File: config.mk
export PLATFORM = sky130hd
export DESIGN_NAME = rv_decode_top
export DESIGN_NICKNAME = d
export VERILOG_FILES = /design/src/hdl/rv_decode_pkg.sv /design/src/hdl/fetch_bundle_reg.sv /design/src/hdl/rv_decoder.sv /design/src/hdl/decoded_bundle_fifo.sv /design/src/hdl/rv_decode_top.sv
export VERILOG_INCLUDE_DIRS = /design/src /design/src/include
export SDC_FILE = /design/constraint.sdc
export NUM_CORES = 1
export LEC_CHECK = 0
export BUFFER_PORTS_ARGS = -buffer_cell sky130_fd_sc_hd__buf_2
export CORE_MARGIN = 5
export CORE_UTILIZATION = 45
export CTS_CLUSTER_DIAMETER = 100
export DETAILED_ROUTE_END_ITERATION = 10
export GPL_TIMING_DRIVEN = 0
export HOLD_SLACK_MARGIN = 0.02
export PLACE_DENSITY = 0.76
export SYNTH_ARGS = -nofsm -noshare
export SYNTH_HDL_FRONTEND = slang
export SYNTH_SLANG_ARGS = --single-unit
File: constraint.sdc
create_clock -name i_clock -period 5.9 [get_ports i_clock]
set_input_delay 0.295 -clock i_clock [delete_from_list [all_inputs] [get_ports i_clock]]
set_output_delay 0.295 -clock i_clock [all_outputs]
set_load 0.005 [all_outputs]
File: src/include/rv_decode_params.svh
// RV32I dual decode parameters for lane count, FIFO depth and data width
`ifndef RV_DECODE_PARAMS_SVH
`define RV_DECODE_PARAMS_SVH

// Decoder lanes per bundle
`define RV_LANES 2

// Decoded bundles held in the output FIFO, power of two
`define RV_FIFO_DEPTH 4

// Address, instruction and immediate width
`define RV_XLEN 32

`endif

File: src/hdl/rv_decode_pkg.sv
// RV32I decode types for instruction names, classes, flags, fetch slots and records
`include "rv_decode_params.svh"

package rv_decode_pkg;

  typedef enum logic [5:0] {
    LB, LH, LW, LBU, LHU,
    SB, SH, SW,
    BEQ, BNE, BLT, BGE, BLTU, BGEU,
    JAL, JALR,
    ADDI, SLTI, SLTIU, XORI, ORI, ANDI, SLLI, SRLI, SRAI,
    ADD, SUB, SLL, SLT, SLTU, XOR, SRL, SRA, OR, AND,
    LUI, AUIPC, FENCE, ECALL, EBREAK, UNKNOWN
  } instr_name_e;

  typedef enum logic [1:0] {
    LS,  // Loads and stores
    BR,  // Branches and jumps
    AL,  // Arithmetic, logic and system
    XX   // Unknown
  } instr_type_e;

  typedef struct packed {
    logic writes;
    logic jumps;
    logic mem;
    logic uses_imm;
  } instr_flags_t;

  typedef struct packed {
    logic [4:0] rd;
    logic [4:0] rs_1;
    logic [4:0] rs_2;
  } instr_regs_t;

  // One fetched instruction, 65 bits
  typedef struct packed {
    logic                valid;
    logic [`RV_XLEN-1:0] address;
    logic [`RV_XLEN-1:0] instr;
  } fetch_slot_t;

  // One decoded instruction, 92 bits
  typedef struct packed {
    logic                valid;
    logic [`RV_XLEN-1:0] address;
    instr_name_e         instr_name;
    instr_type_e         instr_type;
    instr_regs_t         regs;
    logic [`RV_XLEN-1:0] immediate;
    instr_flags_t        flags;
  } instr_info_t;

endpackage

File: src/hdl/fetch_bundle_reg.sv
// Fetch bundle register that captures an input bundle on the handshake and holds it on stall
`timescale 1ns/10ps
`include "rv_decode_params.svh"

module fetch_bundle_reg import rv_decode_pkg::*; (
  input  logic                          i_clock,
  input  logic                          i_rst_n,
  input  logic                          i_stall,
  input  logic                          i_bundle_valid,
  output logic                          o_bundle_ready,
  input  fetch_slot_t [`RV_LANES-1:0]   i_bundle,
  output fetch_slot_t [`RV_LANES-1:0]   o_slots
);

  assign o_bundle_ready = ~i_stall;

  // Only the slot valid bits are reset, address and word keep their value
  always_ff @(posedge i_clock) begin
    if (!i_rst_n) begin
      for (int k = 0; k < `RV_LANES; k++) begin
        o_slots[k].valid <= 1'b0;
      end
    end else if (!i_stall) begin
      if (i_bundle_valid) begin
        o_slots <= i_bundle;  // Transfer
      end else begin
        for (int k = 0; k < `RV_LANES; k++) begin
          o_slots[k].valid <= 1'b0;  // Bubble so a bundle decodes once
        end
      end
    end
  end

endmodule

File: src/hdl/rv_decoder.sv
// Single RV32I decode lane that turns one fetch slot into a registered decoded record
`timescale 1ns/10ps
`include "rv_decode_params.svh"

module rv_decoder import rv_decode_pkg::*; (
  input  logic        i_clock,
  input  logic        i_rst_n,
  input  logic        i_stall,
  input  fetch_slot_t i_slot,
  output instr_info_t o_info
);

  logic [`RV_XLEN-1:0] word;
  logic [4:0]          opcode;
  logic [2:0]          funct3;
  logic                funct7_5;
  logic [4:0]          rd_idx;
  logic [4:0]          rs1_idx;
  logic [4:0]          rs2_idx;
  logic [`RV_XLEN-1:0] imm_i;
  logic [`RV_XLEN-1:0] imm_s;
  logic [`RV_XLEN-1:0] imm_b;
  logic [`RV_XLEN-1:0] imm_u;
  logic [`RV_XLEN-1:0] imm_j;
  logic [`RV_XLEN-1:0] imm_sh;
  instr_info_t         info_d;

  assign word     = i_slot.instr;
  assign opcode   = word[6:2];
  assign funct3   = word[14:12];
  assign funct7_5 = word[30];
  assign rd_idx   = word[11:7];
  assign rs1_idx  = word[19:15];
  assign rs2_idx  = word[24:20];

  assign imm_i  = {{20{word[31]}}, word[31:20]};
  assign imm_s  = {{20{word[31]}}, word[31:25], word[11:7]};
  assign imm_b  = {{20{word[31]}}, word[7], word[30:25], word[11:8], 1'b0};
  assign imm_u  = {word[31:12], 12'h000};
  assign imm_j  = {{12{word[31]}}, word[19:12], word[20], word[30:21], 1'b0};
  assign imm_sh = {27'd0, word[24:20]};  // Zero-extended shamt

  always_comb begin
    info_d            = '0;
    info_d.valid      = i_slot.valid;
    info_d.address    = i_slot.address;
    info_d.instr_name = UNKNOWN;
    info_d.instr_type = XX;
    if (word[1:0] == 2'b11) begin  // Zero word lands here as UNKNOWN
      case (opcode)
        5'b00000: begin  // LOAD
          case (funct3)
            3'b000:  info_d.instr_name = LB;
            3'b001:  info_d.instr_name = LH;
            3'b010:  info_d.instr_name = LW;
            3'b100:  info_d.instr_name = LBU;
            3'b101:  info_d.instr_name = LHU;
            default: info_d.instr_name = UNKNOWN;
          endcase
          info_d.instr_type     = LS;
          info_d.regs.rd        = rd_idx;
          info_d.regs.rs_1      = rs1_idx;
          info_d.immediate      = imm_i;
          info_d.flags.writes   = 1'b1;
          info_d.flags.mem      = 1'b1;
          info_d.flags.uses_imm = 1'b1;
        end
        5'b01000: begin  // STORE
          case (funct3)
            3'b000:  info_d.instr_name = SB;
            3'b001:  info_d.instr_name = SH;
            3'b010:  info_d.instr_name = SW;
            default: info_d.instr_name = UNKNOWN;
          endcase
          info_d.instr_type     = LS;
          info_d.regs.rs_1      = rs1_idx;
          info_d.regs.rs_2      = rs2_idx;
          info_d.immediate      = imm_s;
          info_d.flags.mem      = 1'b1;
          info_d.flags.uses_imm = 1'b1;
        end
        5'b11000: begin  // BRANCH
          case (funct3)
            3'b000:  info_d.instr_name = BEQ;
            3'b001:  info_d.instr_name = BNE;
            3'b100:  info_d.instr_name = BLT;
            3'b101:  info_d.instr_name = BGE;
            3'b110:  info_d.instr_name = BLTU;
            3'b111:  info_d.instr_name = BGEU;
            default: info_d.instr_name = UNKNOWN;
          endcase
          info_d.instr_type  = BR;
          info_d.regs.rs_1   = rs1_idx;
          info_d.regs.rs_2   = rs2_idx;
          info_d.immediate   = imm_b;
          info_d.flags.jumps = 1'b1;
        end
        5'b11011: begin  // JAL
          info_d.instr_name   = JAL;
          info_d.instr_type   = BR;
          info_d.regs.rd      = rd_idx;
          info_d.immediate    = imm_j;
          info_d.flags.writes = 1'b1;
          info_d.flags.jumps  = 1'b1;
        end
        5'b11001: begin  // JALR
          info_d.instr_name     = (funct3 == 3'b000) ? JALR : UNKNOWN;
          info_d.instr_type     = BR;
          info_d.regs.rd        = rd_idx;
          info_d.regs.rs_1      = rs1_idx;
          info_d.immediate      = imm_i;
          info_d.flags.writes   = 1'b1;
          info_d.flags.jumps    = 1'b1;
          info_d.flags.uses_imm = 1'b1;
        end
        5'b00100: begin  // OP-IMM
          case (funct3)
            3'b000:  info_d.instr_name = ADDI;
            3'b010:  info_d.instr_name = SLTI;
            3'b011:  info_d.instr_name = SLTIU;
            3'b100:  info_d.instr_name = XORI;
            3'b110:  info_d.instr_name = ORI;
            3'b111:  info_d.instr_name = ANDI;
            3'b001:  info_d.instr_name = SLLI;
            default: info_d.instr_name = funct7_5 ? SRAI : SRLI;
          endcase
          info_d.instr_type     = AL;
          info_d.regs.rd        = rd_idx;
          info_d.regs.rs_1      = rs1_idx;
          info_d.immediate      = (funct3[1:0] == 2'b01) ? imm_sh : imm_i;
          info_d.flags.writes   = 1'b1;
          info_d.flags.uses_imm = 1'b1;
        end
        5'b01100: begin  // OP
          case (funct3)
            3'b000:  info_d.instr_name = funct7_5 ? SUB : ADD;
            3'b001:  info_d.instr_name = SLL;
            3'b010:  info_d.instr_name = SLT;
            3'b011:  info_d.instr_name = SLTU;
            3'b100:  info_d.instr_name = XOR;
            3'b101:  info_d.instr_name = funct7_5 ? SRA : SRL;
            3'b110:  info_d.instr_name = OR;
            default: info_d.instr_name = AND;
          endcase
          info_d.instr_type   = AL;
          info_d.regs.rd      = rd_idx;
          info_d.regs.rs_1    = rs1_idx;
          info_d.regs.rs_2    = rs2_idx;
          info_d.flags.writes = 1'b1;
        end
        5'b01101, 5'b00101: begin  // LUI, AUIPC
          info_d.instr_name     = word[5] ? LUI : AUIPC;
          info_d.instr_type     = AL;
          info_d.regs.rd        = rd_idx;
          info_d.immediate      = imm_u;
          info_d.flags.writes   = 1'b1;
          info_d.flags.uses_imm = 1'b1;
        end
        5'b00011: begin  // MISC-MEM, fields stay zero
          info_d.instr_name = (funct3 == 3'b000) ? FENCE : UNKNOWN;
          info_d.instr_type = AL;
        end
        5'b11100: begin  // SYSTEM without CSR
          info_d.instr_type = AL;
          if (word[31:7] == 25'd0) begin
            info_d.instr_name = ECALL;
          end else if (word[31:7] == {12'h001, 13'd0}) begin
            info_d.instr_name = EBREAK;
          end
        end
        default: info_d.instr_name = UNKNOWN;
      endcase
    end
    if (info_d.instr_name == UNKNOWN) begin
      info_d.instr_type = XX;
      info_d.regs       = '0;
      info_d.immediate  = '0;
      info_d.flags      = '0;
    end
  end

  always_ff @(posedge i_clock) begin
    if (!i_rst_n) begin
      o_info.valid <= 1'b0;
    end else if (!i_stall) begin
      o_info <= info_d;
    end
  end

endmodule

File: src/hdl/decoded_bundle_fifo.sv
// Circular FIFO of decoded bundles that drives the output handshake and the pipeline stall
`timescale 1ns/10ps
`include "rv_decode_params.svh"

module decoded_bundle_fifo import rv_decode_pkg::*; (
  input  logic                          i_clock,
  input  logic                          i_rst_n,
  input  instr_info_t [`RV_LANES-1:0]   i_bundle,
  output logic                          o_stall,
  output logic                          o_out_valid,
  input  logic                          i_out_ready,
  output instr_info_t [`RV_LANES-1:0]   o_out_bundle
);

  localparam int PTR_W = $clog2(`RV_FIFO_DEPTH);

  instr_info_t [`RV_LANES-1:0] mem [`RV_FIFO_DEPTH];
  logic [PTR_W-1:0]            wr_ptr;
  logic [PTR_W-1:0]            rd_ptr;
  logic [PTR_W:0]              count;
  logic                        any_valid;
  logic                        push;
  logic                        pop;

  always_comb begin
    any_valid = 1'b0;
    for (int k = 0; k < `RV_LANES; k++) begin
      any_valid = any_valid | i_bundle[k].valid;
    end
  end

  assign o_out_valid = (count != '0);
  assign pop         = o_out_valid & i_out_ready;
  assign o_stall     = (count == (PTR_W + 1)'(`RV_FIFO_DEPTH)) & ~pop;
  assign push        = any_valid & ~o_stall;

  // Record valid bits read low while the FIFO is empty
  always_comb begin
    o_out_bundle = mem[rd_ptr];
    for (int k = 0; k < `RV_LANES; k++) begin
      o_out_bundle[k].valid = mem[rd_ptr][k].valid & o_out_valid;
    end
  end

  always_ff @(posedge i_clock) begin
    if (push) begin
      mem[wr_ptr] <= i_bundle;
    end
  end

  always_ff @(posedge i_clock) begin
    if (!i_rst_n) begin
      wr_ptr <= '0;
      rd_ptr <= '0;
      count  <= '0;
    end else begin
      if (push) wr_ptr <= wr_ptr + 1'b1;  // Wraps at the power-of-two depth
      if (pop) rd_ptr <= rd_ptr + 1'b1;
      case ({push, pop})
        2'b10:   count <= count + 1'b1;
        2'b01:   count <= count - 1'b1;
        default: count <= count;
      endcase
    end
  end

endmodule

File: src/hdl/rv_decode_top.sv
// Dual RV32I decode stage top with fetch register, generated decoder lanes and output FIFO
`timescale 1ns/10ps
`include "rv_decode_params.svh"

module rv_decode_top import rv_decode_pkg::*; (
  input  logic                          i_clock,
  input  logic                          i_rst_n,
  input  logic                          i_bundle_valid,
  output logic                          o_bundle_ready,
  input  fetch_slot_t [`RV_LANES-1:0]   i_bundle,
  output logic                          o_out_valid,
  input  logic                          i_out_ready,
  output instr_info_t [`RV_LANES-1:0]   o_out_bundle
);

  fetch_slot_t [`RV_LANES-1:0] slots;
  instr_info_t [`RV_LANES-1:0] dec_bundle;
  logic                        stall;  // Holds every stage

  fetch_bundle_reg i_fetch_bundle_reg (
    .i_clock        (i_clock),
    .i_rst_n        (i_rst_n),
    .i_stall        (stall),
    .i_bundle_valid (i_bundle_valid),
    .o_bundle_ready (o_bundle_ready),
    .i_bundle       (i_bundle),
    .o_slots        (slots)
  );

  for (genvar k = 0; k < `RV_LANES; k++) begin : g_lane
    rv_decoder i_rv_decoder (
      .i_clock (i_clock),
      .i_rst_n (i_rst_n),
      .i_stall (stall),
      .i_slot  (slots[k]),
      .o_info  (dec_bundle[k])
    );
  end

  decoded_bundle_fifo i_decoded_bundle_fifo (
    .i_clock      (i_clock),
    .i_rst_n      (i_rst_n),
    .i_bundle     (dec_bundle),
    .o_stall      (stall),
    .o_out_valid  (o_out_valid),
    .i_out_ready  (i_out_ready),
    .o_out_bundle (o_out_bundle)
  );

endmodule

==> out/summary.txt <==
clk buf depth: 3
most common cell after layout, fill and taps aside: edfxtp_1
CTS sink count: 1,059
max capacitance violation total: 0
slowest CP cell: buf_1
Worst Setup Start Kind: flip-flop
final hold viol count: 0
critical path data arrival time: 3.75 ns
Post-Syn Nets: 2,000
final setup vio count: 0
vias in the first global route: 21.0k
fin. max-slew vios: 0
Final Skew: 0.0223 ns
crit-path max FO: 10
CP Buf/Inv Count: 4
Tot GR Track Use: 19.0%
FP Rows: 108
Boundary Pins: 320
pwr/cell area: 363 nW/µm²
Resized cells post-CTS: 0
status: complete, no violations
RSZ-0062 raised after global routing: no
largest net degree at the start of global routing: 62
Worst VDD drop: 0.290 mV
clk_lat worst skew: 0.65 ns
HP Class: in2reg
worst-path cell chain: clkbuf_1 -> clkbuf_1 -> buf_1 -> mux4_2 -> buf_2
DP Cell Count: 3,355
max frequency: 247 MHz
CTS tree: done
Placed Area: 42,800 µm²
Final Wtd Congestion: 0.896
number of synthesized flops with an enable pin: 1,046
starting density of the core: 45.2%
layout cells sized above 1: 28.1%
H-tree levels: 3
warning count from the yosys run: 0
asr flop ratio synth: 0%
Layout fillers: 6,435
Mapped Cells: 1,860
post-route insts no fill: 3,673
most frequent cells in the layout: edfxtp_1, buf_2, mux4_2
Routed Antenna Nets: 0
cell mode on critical path: clkbuf_1
area grow syn2layout: 21.3%
Finished Core Util: 54.8%
via-per-instance ratio: 5.49
clock root cell: clkbuf_16
DP Wirelength: 57.4 mm
Slew @ Worst Pin: 1.21 ns
DRC: 0
Layout Nets: 2,580
period utilisation layout: 68.6%
Finished Cell Area: 47,500 µm²
TritonCTS Buffers: 102
share of the synthesized area in the top cell type: 80.2%
mean area per synthesized cell: 21.1 µm²
IO buf count: 319
first drt pass iteration count: 6
prevailing post-synth register cell: edfxtp_1
Die Span Y: 305 µm
post-synthesis sequential area ratio: 80.9%
first-pass GRT wire length: 134 mm
initial antenna violation count: 0
Reg clk slew, reported paths: 0.07 ns
routed len/inst: 24.4 µm
Mapped Area: 39,200 µm²
Synth area leaders: edfxtp_1, mux4_2, a21oi_1
crit path time final: 4.05 ns
via count: 20.1k
total power: 17.3 mW
Lkg Pwr: 15.5 nW
delay of the slowest critical-path stage: 0.91 ns
WP data required: 5.61 ns
grt total ovfl: 0
CP Capture Type: output port
Core ar.: 86,600 µm²
die span in x: 305 µm
DRT iter0 DRCs: 1,895
CP top delay family: buffers and inverters
cell taking the most area after synthesis: edfxtp_1
drt total wl: 89.7 mm
die area: 93,000 µm²
Yosys reg bits: 1,059
diode count: 0
critical path type: reg2out
slew margin rel.: 19.3%
Unique masters post-synth: 65
==> synth_stat cells (16+ instances only) <==
cell type	instances
nor2_1	76
and2_1	30
inv_1	18
o21ai_0	23
edfxtp_1	1046
buf_1	29
nand2_1	65
mux4_2	184
a211oi_1	16
nor3_1	25
a21oi_1	65
clkbuf_1	53
nor4_1	16
and3_1	29
==> path summary, 6_finish.rpt <==
check	slack, ns	start	end	cells past startpoint
max	1.85	flip-flop	o_out_bundle[46]	5
max reg2reg	2.38	i_fetch_bundle_reg.o_slots[96]	g_lane[1].i_rv_decoder.o_info[42]	6
min reg2reg	0.42	i_fetch_bundle_reg.o_slots[60]	g_lane[0].i_rv_decoder.o_info[87]	0
min	0.27	i_bundle_valid	i_fetch_bundle_reg.o_slots[108]	2
==> logic make-up after synthesis <==
group                      synth area share (%)
buffers and inverters                      1.20
and+or+nand+nor                            4.19
muxes                                      10.6
DFF                                        80.9
xor gates and xnor gates                  0.179
adders and majority gates                 0.211
AOI/OAI and AO/OA                          2.73
==> power breakdown <==
| group | switching (mW) | internal (mW) |
|---|---|---|
| Sequential | 0.129 | 8.53 |
| Clock | 2.70 | 3.78 |
| Combinational | 1.09 | 1.03 |
==> flip-flops by register name (all words and copies together) (netlist names), named ones only <==
register,count
i_decoded_bundle_fifo.count,3
i_decoded_bundle_fifo.rd_ptr,2
i_decoded_bundle_fifo.mem,736
i_fetch_bundle_reg.o_slots,130
i_decoded_bundle_fifo.wr_ptr,2
g_lane.i_rv_decoder.o_info,184
==> stage by stage <==
step | hold WS [ns] | TNS [ns] | worst slack, ns
after floorplan | 0.394 | 0 | 0.288
after global placement | 0.401 | -3005.66 | -3.39
after detailed placement | 0.405 | 0 | 2.32
after CTS | 0.226 | 0 | 1.56
after global routing | 0.249 | 0 | 1.53
final | 0.272 | 0 | 1.85
==> layer usage <==
| metal | vias up | wire [µm] | part of all wire (%) | track usage (%) |
|---|---|---|---|---|
| met3 | 131 | 6020 | 6.7 | 3.34 |
| met1 | 10400 | 34600 | 39 | 24.9 |
| met5 | - | 0 | 0 | 0 |
| li1 | 8793 | - | - | - |
| met4 | 0 | 2040 | 2.3 | 5.20 |
| met2 | 817 | 47000 | 52 | 33.3 |
==> timing repair <==
action | in CTS | in global routing
hold endpoints to repair | 133 | 0
setup buffers | 0 | 0
setup endpoints to repair | 0 | 0
hold buffers | 136 | 0
==> cell type report <==
cell class              instances  area, µm²  share of cell area (%)
flip-flops and latches       1059      31700                    66.7
multi-input cells             687       7040                    14.8
repair buffers                476       3540                    7.44
clock buffers                 123       2680                    5.65
well taps                    1155       1450                    3.04
clock inverters                59        658                    1.39
plain buffers                  96        402                   0.845
inverters                      18       67.6                   0.142
Note: power is estimated with default switching activity, not from simulation.
